<file path="config.mk">
export PLATFORM = sky130hd
export DESIGN_NAME = periph_top
export DESIGN_NICKNAME = d
export VERILOG_FILES = /design/src/hw/periph_pkg.sv /design/src/hw/periph_top.sv /design/src/hw/periph_readback.sv /design/src/hw/tick_timer.sv /design/src/hw/rgb_pwm.sv
export SDC_FILE = /design/constraint.sdc
export NUM_CORES = 1
export LEC_CHECK = 0
export BUFFER_PORTS_ARGS = -buffer_cell sky130_fd_sc_hd__buf_2
export CORE_UTILIZATION = 23
export CTS_BUF_LIST = sky130_fd_sc_hd__clkbuf_16
export CTS_CLUSTER_SIZE = 24
export DETAILED_ROUTE_END_ITERATION = 10
export PLACE_DENSITY = 0.39
export SYNTH_ARGS = -nofsm -noshare
export SYNTH_HDL_FRONTEND = slang
export SYNTH_SLANG_ARGS = --single-unit
</file>
<file path="constraint.sdc">
create_clock -name CLK -period 2.1 [get_ports CLK]
set_input_delay 0.21 -clock CLK [delete_from_list [all_inputs] [get_ports CLK]]
set_output_delay 0.21 -clock CLK [all_outputs]
set_load 0.1 [all_outputs]
</file>
<file path="src/hw/periph_pkg.sv">
package periph_pkg;

	localparam int data_bits = 16;
	localparam int addr_bits = 8;
	localparam int pwm_bits  = 6;  // 64 cycle period

	// rgb block
	localparam logic [7:0] addr_red        = 8'h00;
	localparam logic [7:0] addr_green      = 8'h01;
	localparam logic [7:0] addr_blue       = 8'h02;
	localparam logic [7:0] addr_rgb_packed = 8'h03;

	// timer block
	localparam logic [7:0] addr_tmr_reload = 8'h10;
	localparam logic [7:0] addr_tmr_ctrl   = 8'h11;  // bit0 enable, bit1 auto reload
	localparam logic [7:0] addr_tmr_count  = 8'h12;
	localparam logic [7:0] addr_tmr_status = 8'h13;  // bit0 expired, write 1 clears

	localparam logic [3:0] region_pwm = 4'h0;
	localparam logic [3:0] region_tmr = 4'h1;

	typedef union packed {
		logic [15:0] raw;
		struct packed {
			logic [4:0] red;    // bits 15:11
			logic [4:0] green;  // bits 10:6
			logic [4:0] blue;   // bits 5:1
			logic       spare;
		} field;
	} color_word_u;

endpackage
</file>
<file path="src/hw/periph_top.sv">
`timescale 1ns/10ps

module periph_top #(
	parameter int BITS         = periph_pkg::data_bits,
	parameter int ADDRESS_BITS = periph_pkg::addr_bits
) (
	input  logic                    CLK,
	input  logic                    RSTb,
	input  logic [ADDRESS_BITS-1:0] address,
	input  logic [BITS-1:0]         data_in,
	input  logic                    wr,
	output logic [BITS-1:0]         data_out,
	output logic                    red,
	output logic                    green,
	output logic                    blue,
	output logic                    irq,
	output logic                    led_active
);

	logic            pwm_wr;
	logic            tmr_wr;
	logic [BITS-1:0] pwm_rd_data;
	logic [BITS-1:0] tmr_rd_data;
	logic            expired;

	rgb_pwm #(
		.BITS         (BITS),
		.ADDRESS_BITS (ADDRESS_BITS)
	) rgb_pwm_i (
		.CLK     (CLK),
		.RSTb    (RSTb),
		.address (address),
		.data_in (data_in),
		.wr      (pwm_wr),
		.rd_data (pwm_rd_data),
		.red     (red),
		.green   (green),
		.blue    (blue)
	);

	tick_timer #(
		.BITS         (BITS),
		.ADDRESS_BITS (ADDRESS_BITS)
	) tick_timer_i (
		.CLK     (CLK),
		.RSTb    (RSTb),
		.address (address),
		.data_in (data_in),
		.wr      (tmr_wr),
		.rd_data (tmr_rd_data),
		.expired (expired)
	);

	periph_readback #(
		.BITS         (BITS),
		.ADDRESS_BITS (ADDRESS_BITS)
	) periph_readback_i (
		.CLK         (CLK),
		.RSTb        (RSTb),
		.address     (address),
		.wr          (wr),
		.pwm_rd_data (pwm_rd_data),
		.tmr_rd_data (tmr_rd_data),
		.expired     (expired),
		.red         (red),
		.green       (green),
		.blue        (blue),
		.pwm_wr      (pwm_wr),
		.tmr_wr      (tmr_wr),
		.data_out    (data_out),
		.irq         (irq),
		.led_active  (led_active)
	);

endmodule

</file>
<file path="src/hw/periph_readback.sv">
`timescale 1ns/10ps

module periph_readback #(
	parameter int BITS         = 16,
	parameter int ADDRESS_BITS = 8
) (
	input  logic                    CLK,
	input  logic                    RSTb,
	input  logic [ADDRESS_BITS-1:0] address,
	input  logic                    wr,
	input  logic [BITS-1:0]         pwm_rd_data,
	input  logic [BITS-1:0]         tmr_rd_data,
	input  logic                    expired,
	input  logic                    red,
	input  logic                    green,
	input  logic                    blue,
	output logic                    pwm_wr,
	output logic                    tmr_wr,
	output logic [BITS-1:0]         data_out,
	output logic                    irq,
	output logic                    led_active
);

	localparam int rw = ADDRESS_BITS - 4;

	logic [rw-1:0] region;
	logic          sel_pwm;
	logic          sel_tmr;

	assign region  = address[ADDRESS_BITS-1:4];  // upper nibble picks the block
	assign sel_pwm = (region == rw'(periph_pkg::region_pwm));
	assign sel_tmr = (region == rw'(periph_pkg::region_tmr));

	assign pwm_wr = wr && sel_pwm;
	assign tmr_wr = wr && sel_tmr;

	always_ff @(posedge CLK) begin
		if (sel_pwm) begin
			data_out <= pwm_rd_data;
		end else if (sel_tmr) begin
			data_out <= tmr_rd_data;
		end else begin
			data_out <= '0;  // unmapped region
		end
	end

	always_ff @(posedge CLK) begin
		if (!RSTb) begin
			irq        <= 1'b0;
			led_active <= 1'b0;
		end else begin
			irq        <= expired;
			led_active <= red | green | blue;
		end
	end

endmodule

</file>
<file path="src/hw/tick_timer.sv">
`timescale 1ns/10ps

module tick_timer #(
	parameter int BITS         = 16,
	parameter int ADDRESS_BITS = 8
) (
	input  logic                    CLK,
	input  logic                    RSTb,
	input  logic [ADDRESS_BITS-1:0] address,
	input  logic [BITS-1:0]         data_in,
	input  logic                    wr,
	output logic [BITS-1:0]         rd_data,
	output logic                    expired
);

	localparam logic [ADDRESS_BITS-1:0] a_reload = ADDRESS_BITS'(periph_pkg::addr_tmr_reload);
	localparam logic [ADDRESS_BITS-1:0] a_ctrl   = ADDRESS_BITS'(periph_pkg::addr_tmr_ctrl);
	localparam logic [ADDRESS_BITS-1:0] a_count  = ADDRESS_BITS'(periph_pkg::addr_tmr_count);
	localparam logic [ADDRESS_BITS-1:0] a_status = ADDRESS_BITS'(periph_pkg::addr_tmr_status);

	logic [BITS-1:0] reload;
	logic [BITS-1:0] count;
	logic            enable;
	logic            auto_reload;

	logic [BITS-1:0] reload_next;
	logic [BITS-1:0] count_next;
	logic            enable_next;
	logic            auto_reload_next;
	logic            expired_next;

	logic wr_reload;
	logic wr_ctrl;
	logic wr_status;
	logic hit_zero;

	assign wr_reload = wr && (address == a_reload);
	assign wr_ctrl   = wr && (address == a_ctrl);
	assign wr_status = wr && (address == a_status);
	assign hit_zero  = enable && (count == '0);

	always_comb begin
		reload_next      = reload;
		count_next       = count;
		enable_next      = enable;
		auto_reload_next = auto_reload;
		expired_next     = expired;

		if (wr_reload) begin
			reload_next = data_in;
		end

		if (wr_status && data_in[0]) begin
			expired_next = 1'b0;
		end

		if (hit_zero) begin
			expired_next = 1'b1;  // new expiry beats the clear
			if (auto_reload) begin
				count_next = reload;
			end else begin
				enable_next = 1'b0;
			end
		end else if (enable) begin
			count_next = count - 1'b1;
		end

		// ctrl write overrides the tick
		if (wr_ctrl) begin
			enable_next      = data_in[0];
			auto_reload_next = data_in[1];
			if (data_in[0]) begin
				count_next = reload;
			end
		end
	end

	always_ff @(posedge CLK) begin
		if (!RSTb) begin
			reload      <= '0;
			count       <= '0;
			enable      <= 1'b0;
			auto_reload <= 1'b0;
			expired     <= 1'b0;
		end else begin
			reload      <= reload_next;
			count       <= count_next;
			enable      <= enable_next;
			auto_reload <= auto_reload_next;
			expired     <= expired_next;
		end
	end

	always_comb begin
		case (address)
			a_reload: rd_data = reload;
			a_ctrl:   rd_data = BITS'({auto_reload, enable});
			a_count:  rd_data = count;
			a_status: rd_data = BITS'(expired);
			default:  rd_data = '0;
		endcase
	end

endmodule

</file>
<file path="src/hw/rgb_pwm.sv">
`timescale 1ns/10ps

module rgb_pwm #(
	parameter int BITS         = 16,
	parameter int ADDRESS_BITS = 8
) (
	input  logic                    CLK,
	input  logic                    RSTb,
	input  logic [ADDRESS_BITS-1:0] address,
	input  logic [BITS-1:0]         data_in,
	input  logic                    wr,
	output logic [BITS-1:0]         rd_data,
	output logic                    red,
	output logic                    green,
	output logic                    blue
);

	localparam int pw = periph_pkg::pwm_bits;

	localparam logic [ADDRESS_BITS-1:0] a_red    = ADDRESS_BITS'(periph_pkg::addr_red);
	localparam logic [ADDRESS_BITS-1:0] a_green  = ADDRESS_BITS'(periph_pkg::addr_green);
	localparam logic [ADDRESS_BITS-1:0] a_blue   = ADDRESS_BITS'(periph_pkg::addr_blue);
	localparam logic [ADDRESS_BITS-1:0] a_packed = ADDRESS_BITS'(periph_pkg::addr_rgb_packed);

	logic [pw-1:0] red_duty;
	logic [pw-1:0] green_duty;
	logic [pw-1:0] blue_duty;

	logic [pw-1:0] red_duty_next;
	logic [pw-1:0] green_duty_next;
	logic [pw-1:0] blue_duty_next;

	logic [pw-1:0] pwm_ctr = '0;

	periph_pkg::color_word_u wr_word;
	periph_pkg::color_word_u rd_word;

	// register write decode
	always_comb begin
		wr_word.raw     = 16'(data_in);
		red_duty_next   = red_duty;
		green_duty_next = green_duty;
		blue_duty_next  = blue_duty;

		if (wr) begin
			case (address)
				a_red: begin
					red_duty_next = wr_word.raw[pw-1:0];
				end
				a_green: begin
					green_duty_next = wr_word.raw[pw-1:0];
				end
				a_blue: begin
					blue_duty_next = wr_word.raw[pw-1:0];
				end
				a_packed: begin
					// 5 bit fields, low duty bit forced to zero
					red_duty_next   = pw'({wr_word.field.red, 1'b0});
					green_duty_next = pw'({wr_word.field.green, 1'b0});
					blue_duty_next  = pw'({wr_word.field.blue, 1'b0});
				end
				default: ;
			endcase
		end
	end

	always_ff @(posedge CLK) begin
		if (!RSTb) begin
			red_duty   <= '0;
			green_duty <= '0;
			blue_duty  <= '0;
		end else begin
			red_duty   <= red_duty_next;
			green_duty <= green_duty_next;
			blue_duty  <= blue_duty_next;
		end
	end

	always_ff @(posedge CLK) begin
		pwm_ctr <= pwm_ctr + 1'b1;  // wraps every 2**pw cycles
	end

	always_ff @(posedge CLK) begin
		if (!RSTb) begin
			red   <= 1'b0;
			green <= 1'b0;
			blue  <= 1'b0;
		end else begin
			red   <= (pwm_ctr < red_duty);
			green <= (pwm_ctr < green_duty);
			blue  <= (pwm_ctr < blue_duty);
		end
	end

	// readback, packed view drops the duty lsb
	always_comb begin
		rd_word.field.red   = 5'(red_duty >> 1);
		rd_word.field.green = 5'(green_duty >> 1);
		rd_word.field.blue  = 5'(blue_duty >> 1);
		rd_word.field.spare = 1'b0;

		case (address)
			a_red:    rd_data = BITS'(red_duty);
			a_green:  rd_data = BITS'(green_duty);
			a_blue:   rd_data = BITS'(blue_duty);
			a_packed: rd_data = BITS'(rd_word.raw);
			default:  rd_data = '0;
		endcase
	end

endmodule

</file>
# After elaboration in Yosys (flattened, before gate mapping)
# Index checks and enable logic that the tools add are counted.
dict set report word_totals {
  elab_cells 67
  in_bits 27
  register_bits 80
}
dict set report classes {
  n_eq_ne 9
  bitwise_logic 2
  muxes 17
  addsub 2
  n_reduce_logical 19
  magnitude_cmp 3
}
# cell n
set op_table {}
lappend op_table {{16-bit case mux with 4 select lines} 2}
lappend op_table {{16-bit two-way mux} 7}
lappend op_table {{6-bit case mux with 2 select lines} 3}
lappend op_table {{8-bit by 5-bit == test with 1-bit output, second input constant} 4}
lappend op_table {{6-bit < comparator} 3}
lappend op_table {{8-bit by 2-bit == test with 1-bit output, second input constant} 2}
lappend op_table {{16-bit logical NOT} 1}
lappend op_table {{16-bit by 1-bit subtractor with 16-bit output, second input constant} 1}
lappend op_table {{2-bit nonzero test} 5}
lappend op_table {{8-bit by 1-bit == test with 1-bit output, second input constant} 1}
lappend op_table {{8-bit logical NOT} 1}
lappend op_table {{2-bit AND reduction} 4}
lappend op_table {{1-bit logical AND} 7}
lappend op_table {{6-bit by 1-bit adder with 6-bit output, second input constant} 1}
lappend op_table {{1-bit two-way mux} 5}
lappend op_table {{4-bit by 1-bit == test with 1-bit output, second input constant} 1}
lappend op_table {{4-bit logical NOT} 1}
lappend op_table {{2-bit != test, second input constant} 1}
lappend op_table {{1-bit OR} 2}

# Logic depth before layout (Yosys ltp)
# Gate-level depths: netlist of the first run.
dict set report logic_depth {
  word_depth 6
  mapped_depth 7
  depth_no_buf 7
}

# Cells and area by module
# A second synthesis of the first run with hierarchy kept.
dict set report hier_totals {
  cells_unflattened 542
  area_unflattened_um2 4574.4
}
# mod n_inst cells_per_inst area_per_inst_um2
set modules_own_cells {}
lappend modules_own_cells {tick_timer 1 290 2290.9}
lappend modules_own_cells {rgb_pwm 1 192 1616.6}
lappend modules_own_cells {periph_readback 1 60 666.9}

# Worst setup path after synthesis of the first run
# No wires, ideal clock.
dict set report synth_path {
  path_kind {register to register}
  start {register tick_timer_i.count[10]}
  end {register tick_timer_i.count[9]}
  path_slack_ps 434
  arrival_time_ps 1596
  required_time_ps 2029
  period_less_slack_ps 1666
  n_path_buf 1
  setup_time_ps 71
  path_stages_with_launch 7
  cell_sequence {dfxtp_1 -> nor4_4 -> and4_4 -> buf_6 -> nand2_1 -> a221o_1 -> a21oi_1}
}
dict set report synth_via {
  elab_chain_len 5
}
# item line
set synth_rtl {}
lappend synth_rtl {{start: declaration} tick_timer.sv:22} ;# logic [BITS-1:0] count;
lappend synth_rtl {{start signal: assignment} tick_timer.sv:87} ;# count <= count_next;
lappend synth_rtl {{16-bit logical NOT (*)} tick_timer.sv:40} ;# assign hit_zero = enable && (count == '0);
lappend synth_rtl {{1-bit logical AND (*)} tick_timer.sv:40}
lappend synth_rtl {{16-bit two-way mux (*)} tick_timer.sv:57} ;# if (hit_zero) begin
lappend synth_rtl {{16-bit two-way mux} tick_timer.sv:72} ;# if (data_in[0]) begin
lappend synth_rtl {{16-bit two-way mux (*)} tick_timer.sv:69} ;# if (wr_ctrl) begin
# Every way passes the cells marked *; elsewhere a longest branch is shown, timed or not.
# A chain may end at the register's enable or synchronous reset.

# Final worst setup path of the first run
dict set report layout_path {
  start {register tick_timer_i.enable}
  end {register tick_timer_i.count[9]}
}
dict set report layout_via {
  elab_chain_len 4
  word_cells_on_any_way 5
}
# item line
set layout_rtl {}
lappend layout_rtl {{start: declaration} tick_timer.sv:23} ;# logic enable;
lappend layout_rtl {{start signal: assignment} tick_timer.sv:88} ;# enable <= enable_next;
lappend layout_rtl {{16-bit two-way mux / 1-bit logical AND (equally long branches)} {tick_timer.sv:64, tick_timer.sv:40}}
lappend layout_rtl {{16-bit two-way mux (*)} tick_timer.sv:57}
lappend layout_rtl {{16-bit two-way mux} tick_timer.sv:72}
lappend layout_rtl {{16-bit two-way mux (*)} tick_timer.sv:69}
# Marked as above.

==> results.py, run 1 <==
metrics = {
    "outcome": {
        "status": "finished clean",
    },
    "logic_synthesis": {
        "yosysUniqueCellTypes": 60,
        "synthCells": 442,
        "syn_nets": 486,
        "synth_flop_cell": "dfxtp_1",
        "synth-seq-cells": 80,
        "synth-edff-count": 0,
        "synth-seq-area-share": 0.399,
        "netlist_area_um2": 4020,
        "syn_area_per_cell_um2": 9.09,
        "ys_async_sr_fraction": 0,
        "ys_warn_count": 0,
    },
    "power": {
        "peakVddDrop_mv": 0.416,
        "p_sw_w": 0.000723,
        "p_sw_frac": 0.236,
        "p_per_area_nw_per_um2": 634,
        "comb_power_share": 0.051,
        "clkPwrFrac": 0.451,
        "pwr-share-seq": 0.498,
        "p_int_w": 0.00234,
        "leakagePower_nw": 2.02,
    },
    "grt": {
        "gr-usage-met1": 0.215,
        "top_usage_layer": "met2",
        "grtUsageTotal": 0.149,
        "use_met3": 0.0378,
        "grt_util_met2": 0.216,
        "grt_pass1_vias": 3424,
        "grt_max_degree": 39,
        "grt_overflow": 0,
        "grt_pass1_wl_um": 19900,
        "antenna_found_initial": 0,
    },
    "timing": {
        "rsz0062_at_grt": "false",
        "worst_pin_slew_ps": 730,
        "final.period_utilization": 0.927,
        "hold_viol": 0,
        "setup_viol": 0,
        "final.setup.tns_ps": 0,
        "slew_violations": 0,
        "clock_skew_ps": 3.74,
        "relSlewSlack": 0.513,
        "whs_ps": 136,
        "period_needed_ps": 1950,
        "fmax_mhz": 514,
    },
    "clock_network": {
        "root_buffer": "clkbuf_16",
        "clockBufferDepth": 2,
        "clkTransAtPathRegs_ps": 60,
        "cts_tree": "built",
        "cts_made_buffers": 9,
        "cts_sinks": 80,
        "ctsHoldBuffers": 0,
        "h-tree-depth": 3,
        "clock_latency_ps": 340,
    },
    "critical_path": {
        "required_ps": 2370,
        "slowest_delay_ps": 480,
        "path_cells": "or3b_1 -> nor2_1 -> a31oi_1 -> a221o_1 -> a21oi_1",
        "crit_family": "simple AND/OR/NAND/NOR gates",
        "worstPathArrival_ps": 2210,
        "cp-start-kind": "flop",
        "crit_fanout": 9,
        "critPathSlowestCell": "dfxtp_1",
        "r2r-end": "tick_timer_i.count[9]",
        "end_kind": "flop",
        "ff2ff_setup_slack_ps": 150,
        "critPathKind": "flop to flop",
        "critPathBufInv": 0,
        "rr_startpoint": "tick_timer_i.enable",
        "ff2ff_path_depth": 5,
    },
    "cells_and_area": {
        "nNetsFinal": 544,
        "insertedDiodeCount": 0,
        "drive_above_1_share": 0.183,
        "syn_to_final_growth_pct": 20.1,
    },
    "route": {
        "viasPerCell": 4.86,
        "ant_nets": 0,
        "wl_per_cell_um": 17.8,
        "remaining_drc_errors": 0,
        "drtPass1Iterations": 4,
        "num_vias": 3515,
        "drt_iter0_drc": 193,
        "wl_um": 12900,
    },
    "floorplan": {
        "rows": 47,
        "die_x_um": 134,
        "pin_count": 48,
        "start_util": 0.239,
        "core_area_um2": 16800,
        "die_h_um": 134,
        "die-area_um2": 18000,
    },
    "min_path": {
        "hp-class": "input port to flop",
        "hold_start": "data_in[7]",
        "hold_end": "tick_timer_i.reload[7]",
        "hold_depth": 3,
    },
    "placed_design": {
        "gp_congestion": 0.819,
        "port_buffers": 47,
        "dp_hpwl_um": 9890,
    },
    "run": {
        "max-cap-violations": 0,
    },
}
==> area by class of cell <==
type / instances / area [um2]
Inverter: 22 / 82.6
Multi-Input combinational cell: 318 / 2220
Clock buffer: 9 / 225
Tap cell: 220 / 275
Sequential cell: 80 / 1600
Timing Repair Buffer: 69 / 400
Clock inverter: 5 / 20.0
Fill cell: 1847 / 12000
==> cell usage in the layout (no fill, tap or decap), drive strengths merged, types with 4 or more instances in the layout <==
| master | n |
|---|---|
| dfxtp | 80 |
| buf | 69 |
| nor2 | 47 |
| mux2i | 44 |
| nand2 | 36 |
| o21ai | 26 |
| inv | 25 |
| a21oi | 18 |
| ha | 17 |
| o22ai | 15 |
| a31oi | 14 |
| nand3 | 11 |
| a211oi | 9 |
| clkbuf | 9 |
| a21o | 7 |
| nand4 | 7 |
| nor3 | 6 |
| xnor2 | 5 |
| xor2 | 4 |
| nand2b | 4 |
| or3 | 4 |
==> per-layer routing <==
metal / share of wire / wire (um)
met4: 0.013 / 166
met2: 0.43 / 5550
met1: 0.50 / 6490
met5: 0 / 0
met3: 0.051 / 662
==> tightest hold or removal path, cell delays in order <==
cell	delay (ps)
buf_2	100
mux2i_1	60
nor2_1	70
==> registers in the layout, indices dropped and copies added (netlist names), 6 cells and up <==
register                    flops
tick_timer_i.reload            16
tick_timer_i.count             16
rgb_pwm_i.green_duty            6
rgb_pwm_i.pwm_ctr               6
rgb_pwm_i.red_duty              6
periph_readback_i.data_out     16
rgb_pwm_i.blue_duty             6
==> how the worst max path moves through the flow <==
stage	cells past startpoint	to	startpoint	slack [ps]
floorplan	6	tick_timer_i.count[9]	tick_timer_i.count[10]	430
global placement	7	tick_timer_i.count[0]	tick_timer_i.count[0]	200
detailed placement	7	tick_timer_i.count[0]	tick_timer_i.count[0]	130
CTS	7	tick_timer_i.count[0]	tick_timer_i.count[0]	110
global route	5	tick_timer_i.count[9]	tick_timer_i.enable	10
finish	5	tick_timer_i.count[9]	tick_timer_i.enable	150
==> logic make-up after synthesis <==
kind of cell	Yosys count	synth area share
and+or+nand+nor	133	0.176
AOI/OAI and AO/OA	113	0.183
DFF	80	0.399
muxes	46	0.118
buffers and inverters	44	0.0514
adders and majority gates	17	0.0529
xor gates and xnor gates	9	0.0196
==> power groups by stage <==
stage                     Sequential, W  Combinational, W  Clock, W
after floorplan                 0.00156         0.0000778         0
after global placement          0.00156          0.000158         0
after detailed placement        0.00156          0.000158         0
after CTS                       0.00152          0.000158   0.00142
after global routing            0.00152          0.000170   0.00149
final                           0.00152          0.000157   0.00138
==> what timing repair did <==
item	in CTS	in global routing
setup buffers	0	0
setup endpoints to repair	0	10
resized for setup	0	2
==> metrics by stage <==
step | cell area (um2) | util | instances | setup slack, ps | power (W)
finish | 4830 | 0.287 | 723 | 153 | 0.00306
global route | 4830 | 0.287 | 723 | 14.9 | 0.00318
CTS | 4820 | 0.286 | 723 | 108 | 0.00311
detailed placement | 4570 | 0.272 | 709 | 131 | 0.00171
global placement | 4570 | 0.272 | 709 | 200 | 0.00171
floorplan | 4020 | - | 442 | 434 | 0.00164
==> synthesized netlist by cell type, drive strengths merged, types with 3 or more instances <==
master	number	area (um2)
nand2	36	135
nor2	47	184
dfxtp	80	1600
or3b	3	26.3
a21o	7	52.6
inv	22	82.6
nand4	7	65.1
mux2i	44	440
xor2	4	35.0
nand2b	4	25.0
o22ai	15	93.8
a221o	3	30.0
ha	17	213
clkbuf	10	37.5
xnor2	5	43.8
nand3	11	55.1
o21a	3	22.5
buf	12	86.3
a211o	3	26.3
o21ai	26	130
or3	4	25.0
nor3	6	41.3
nor4	3	55.1
a211oi	9	67.6
a31oi	14	93.8
a21oi	18	90.1
Note: power is estimated with default switching activity, not from simulation.
==> run 2: changes to the inputs <==
- CELL_PAD_IN_SITES_DETAIL_PLACEMENT: not set -> 2
- CELL_PAD_IN_SITES_GLOBAL_PLACEMENT: not set -> 2
- PLACE_DENSITY: 0.39 -> 0.56
- RECOVER_POWER: not set -> 50
==> results.py, run 2 (synthesis gave the netlist of run 1 again) <==
metrics = {
    "power": {
        "peakVddDrop_mv": 0.367,
        "leakagePower_nw": 1.93,
        "finalPower_w": 0.00324,
        "p_per_area_nw_per_um2": 673,
    },
    "critical_path": {
        "critPathKind": "flop to flop",
        "path_cells": "inv_1 -> ha_1 -> nand2_1 -> nor2_2 -> nand2_1 -> a221o_1 -> a21oi_1",
        "required_ps": 2380,
        "crit_fanout": 7,
        "worst_path_most_repeated_cell": "nand2_1",
        "critPathSlowestCell": "nor2_2",
        "cp-start-kind": "flop",
        "slowest_delay_ps": 360,
        "end_kind": "flop",
        "worstPathArrival_ps": 2240,
    },
    "cells_and_area": {
        "drive_above_1_share": 0.139,
        "stdcell_count": 724,
        "mostFrequentLayoutCell": "dfxtp_1",
        "syn_to_final_growth_pct": 19.7,
        "finalCoreUtilization": 0.286,
        "final_area_um2": 4810,
        "top_regs": "periph_readback_i.data_out x16, tick_timer_i.count x16, tick_timer_i.reload x16",
        "layout_common_cells": "dfxtp_1 (80), nor2_1 (45), mux2i_1 (44)",
        "nNetsFinal": 544,
        "insertedDiodeCount": 0,
    },
    "grt": {
        "grt_util_met2": 0.279,
        "top_usage_layer": "met2",
        "grt_max_degree": 39,
        "grt_overflow": 0,
        "grtUsageTotal": 0.174,
        "grt_pass1_wl_um": 23000,
        "antenna_found_initial": 0,
        "grt_pass1_vias": 3839,
        "use_met3": 0.0359,
        "gr-usage-met1": 0.236,
    },
    "placed_design": {
        "dp_cells": 709,
        "dp_hpwl_um": 11400,
        "placed_cell_area_um2": 4580,
        "port_buffers": 47,
        "gp_congestion": 0.764,
    },
    "route": {
        "drt_iter0_drc": 133,
        "num_vias": 3573,
        "ant_nets": 0,
        "drtPass1Iterations": 4,
        "remaining_drc_errors": 0,
        "wl_um": 14700,
        "viasPerCell": 4.94,
        "wl_per_cell_um": 20.3,
    },
    "clock_network": {
        "clkTransAtPathRegs_ps": 60,
        "cts.repair.resized": 0,
        "root_buffer": "clkbuf_16",
        "cts_sinks": 80,
        "cts_made_buffers": 9,
        "cts_setup_buffers": 0,
        "clock_latency_ps": 350,
        "cts_tree": "built",
        "ctsHoldBuffers": 0,
        "clockBufferDepth": 2,
        "h-tree-depth": 3,
    },
    "timing": {
        "worst_pin_slew_ps": 1180,
        "final.period_utilization": 0.933,
        "fmax_mhz": 510,
        "rsz0062_at_grt": "false",
        "setup_viol": 0,
        "relSlewSlack": 0.215,
        "final.setup.tns_ps": 0,
        "hold_viol": 0,
        "slew_violations": 0,
        "clock_skew_ps": 6.72,
        "period_needed_ps": 1960,
    },
    "floorplan": {
        "start_util": 0.239,
        "pin_count": 48,
        "rows": 47,
        "core_area_um2": 16800,
        "die-area_um2": 18000,
        "die_x_um": 134,
        "die_h_um": 134,
    },
    "run": {
        "max-cap-violations": 0,
    },
    "outcome": {
        "status": "finished clean",
    },
    "min_path": {
        "hp-class": "input port to flop",
    },
}
## run 2: cell count changes in the layout (fill, tap and decap cells not counted), moves of 2 or more
cell	previous run	this run
buf_2	47	26
buf_4	22	18
clkbuf_1	0	23
clkinv_2	1	3
inv_1	23	21
## run 2: final timing paths
| check | start | to | slack (ps) | depth (start not counted) |
|---|---|---|---|---|
| max | tick_timer_i.count[0] | tick_timer_i.count[9] | 140 | 7 |
| min reg2reg | rgb_pwm_i.pwm_ctr[0] | rgb_pwm_i.pwm_ctr[0] | 430 | 1 |
| max reg2reg | tick_timer_i.count[0] | tick_timer_i.count[9] | 140 | 7 |
| min | data_in[10] | tick_timer_i.reload[10] | 150 | 3 |
## run 2: cell type report
| type | count | area [um2] |
|---|---|---|
| clock buffers | 9 | 225 |
| well taps | 220 | 275 |
| fillers | 1974 | 12000 |
| clock inverters | 6 | 52.6 |
| multi-input cells | 318 | 2200 |
| inverters | 22 | 82.6 |
| repair buffers | 69 | 377 |
| flip-flops and latches | 80 | 1600 |
## run 2: through the flow
stage                     setup slack (ps)  hold WS [ps]
after global routing                  11.2           141
after global placement                 164           419
after CTS                             48.8           143
final                                  141           145
after floorplan                        434           352
after detailed placement              58.7           427
## run 2: power by group
part / total (W) / switching, W / internal [W]
clock network: 0.00155 / 0.000655 / 0.000900
registers: 0.00152 / 0.00000273 / 0.00152
logic: 0.000161 / 0.000112 / 0.0000495
total: 0.00324 / 0.000769 / 0.00247
## run 2: critical path: cells and delay by family (launching register included)
kind / cells / cell delay, ps
compound gates: 2 / 480
fa+ha+maj: 1 / 210
simple gates: 3 / 770
flops: 1 / 330
buf+inv: 1 / 100
## run 2: metal layers
metal	part of all wire	up-vias
met2	0.46	53
met4	0.0099	0
met3	0.031	11
met1	0.50	1785
met5	0	-
li1	-	1724
==> run 3: changes to the inputs <==
- BUFFER_PORTS_ARGS: -buffer_cell sky130_fd_sc_hd__buf_2 -> -buffer_cell sky130_fd_sc_hd__buf_4
- MAX_ROUTING_LAYER: not set -> met4
==> results.py, run 3 (synthesis gave the netlist of run 1 again) <==
metrics = {
    "timing": {
        "worst_pin_slew_ps": 1190,
        "clock_skew_ps": 5.80,
        "rsz0062_at_grt": "false",
        "final.setup.tns_ps": 0,
        "slew_violations": 0,
        "whs_ps": 130,
        "setup_viol": 0,
        "relSlewSlack": 0.212,
        "hold_viol": 0,
        "period_needed_ps": 1900,
        "final.period_utilization": 0.906,
        "fmax_mhz": 526,
    },
    "power": {
        "leakagePower_nw": 1.98,
        "peakVddDrop_mv": 0.366,
        "p_per_area_nw_per_um2": 681,
        "finalPower_w": 0.00336,
    },
    "clock_network": {
        "clock_latency_ps": 340,
        "root_buffer": "clkbuf_16",
        "cts_made_buffers": 9,
        "h-tree-depth": 3,
        "cts_sinks": 80,
        "clkTransAtPathRegs_ps": 60,
        "ctsHoldBuffers": 0,
        "clockBufferDepth": 2,
        "cts_tree": "built",
    },
    "critical_path": {
        "ff2ff_setup_slack_ps": 200,
        "path_cells": "nor4_4 -> and4_4 -> nand2_1 -> a221o_1 -> a21oi_1",
        "cp-start-kind": "flop",
        "rr_startpoint": "tick_timer_i.count[10]",
        "crit_fanout": 12,
        "r2r-end": "tick_timer_i.count[9]",
        "required_ps": 2370,
        "crit_family": "simple AND/OR/NAND/NOR gates",
        "worstPathArrival_ps": 2170,
        "critPathBufInv": 0,
        "cp.depth": 5,
        "ff2ff_path_depth": 5,
        "slowest_delay_ps": 450,
        "critPathKind": "flop to flop",
        "critPathSlowestCell": "nor4_4",
        "end_kind": "flop",
    },
    "floorplan": {
        "core_area_um2": 16800,
        "rows": 47,
        "die_x_um": 134,
        "pin_count": 48,
        "die_h_um": 134,
        "die-area_um2": 18000,
        "start_util": 0.239,
    },
    "placed_design": {
        "gp_congestion": 0.811,
        "dp_hpwl_um": 11400,
        "dp_cells": 709,
        "port_buffers": 47,
    },
    "route": {
        "drt_iter0_drc": 149,
        "drtPass1Iterations": 4,
        "wl_per_cell_um": 20.2,
        "remaining_drc_errors": 0,
        "viasPerCell": 4.98,
        "num_vias": 3612,
        "ant_nets": 0,
        "wl_um": 14700,
    },
    "outcome": {
        "status": "finished clean",
    },
    "grt": {
        "gr-usage-met1": 0.240,
        "antenna_found_initial": 0,
        "use_met3": 0.0219,
        "grt_pass1_wl_um": 23200,
        "grt_util_met2": 0.276,
        "grt_overflow": 0,
        "grtUsageTotal": 0.179,
        "grt_pass1_vias": 3922,
        "grt_max_degree": 24,
        "top_usage_layer": "met2",
    },
    "cells_and_area": {
        "layout_common_cells": "dfxtp_1 (80), nor2_1 (46), mux2i_1 (44)",
        "drive_above_1_share": 0.136,
        "stdcell_count": 726,
        "fillers": 1949,
        "top_regs": "periph_readback_i.data_out x16, tick_timer_i.count x16, tick_timer_i.reload x16",
        "multiInputGateArea_um2": 2220,
        "mostFrequentLayoutCell": "dfxtp_1",
        "nNetsFinal": 545,
        "seq_area_um2": 1600,
        "syn_to_final_growth_pct": 22.9,
        "insertedDiodeCount": 0,
    },
    "min_path": {
        "hold_depth": 3,
        "hold_end": "tick_timer_i.reload[8]",
        "hold_start": "data_in[8]",
        "hp-class": "input port to flop",
    },
    "run": {
        "max-cap-violations": 0,
    },
}
## run 3: changes by cell type in the layout (fill, tap and decap cells not counted), moves of 2 or more
cell and delta:
buf_2 -26, buf_4 +25, clkinv_2 -2, inv_1 +3, nor3_1 -2
## run 3: metal layers
metal,share of wire,vias to the layer above
li1,-,1733
met1,0.51,1803
met2,0.45,60
met3,0.027,16
met4,0.016,0
met5,0,-
## run 3: how the worst max path moves through the flow
| stage | slack (ps) | endpoint | startpoint |
|---|---|---|---|
| finish | 200 | tick_timer_i.count[9] | tick_timer_i.count[10] |
| global route | 60 | tick_timer_i.count[1] | tick_timer_i.count[10] |
| CTS | 70 | tick_timer_i.count[0] | tick_timer_i.count[0] |
| detailed placement | 80 | tick_timer_i.count[0] | tick_timer_i.count[0] |
| global placement | 220 | tick_timer_i.count[9] | tick_timer_i.enable |
| floorplan | 430 | tick_timer_i.count[9] | tick_timer_i.count[10] |
## run 3: report_power, final
part | switching [W] | internal [W] | total (W)
clock network | 0.000633 | 0.00102 | 0.00166
logic | 0.000118 | 0.0000667 | 0.000184
registers | 0.00000268 | 0.00152 | 0.00152
## run 3: timing repair
item | CTS | global route
resized for setup | 0 | 2
buffers inserted | 0 | 1
setup endpoints to repair | 0 | 12
## run 3: layout make-up
cell class                      instances  share of cell area
Inverter                               22              0.0167
Clock buffer                            9              0.0456
Clock inverter                          7              0.0162
Multi-Input combinational cell        318               0.449
Tap cell                              220              0.0557
Sequential cell                        80               0.324
Timing Repair Buffer                   70              0.0927
## run 3: worst register-to-register path, cell delays in order (launching register included)
cell and delay, ps:
dfxtp_1 340, nor4_4 450, and4_4 420, nand2_1 150
a221o_1 340, a21oi_1 120
## run 3: metrics by stage
stage / worst slack (ps) / utilization / cell area [um2]
floorplan: 434 / - / 4020
global placement: 222 / 0.280 / 4710
detailed placement: 83.2 / 0.280 / 4710
CTS: 71.5 / 0.298 / 5020
global route: 59.0 / 0.294 / 4940
finish: 198 / 0.294 / 4940
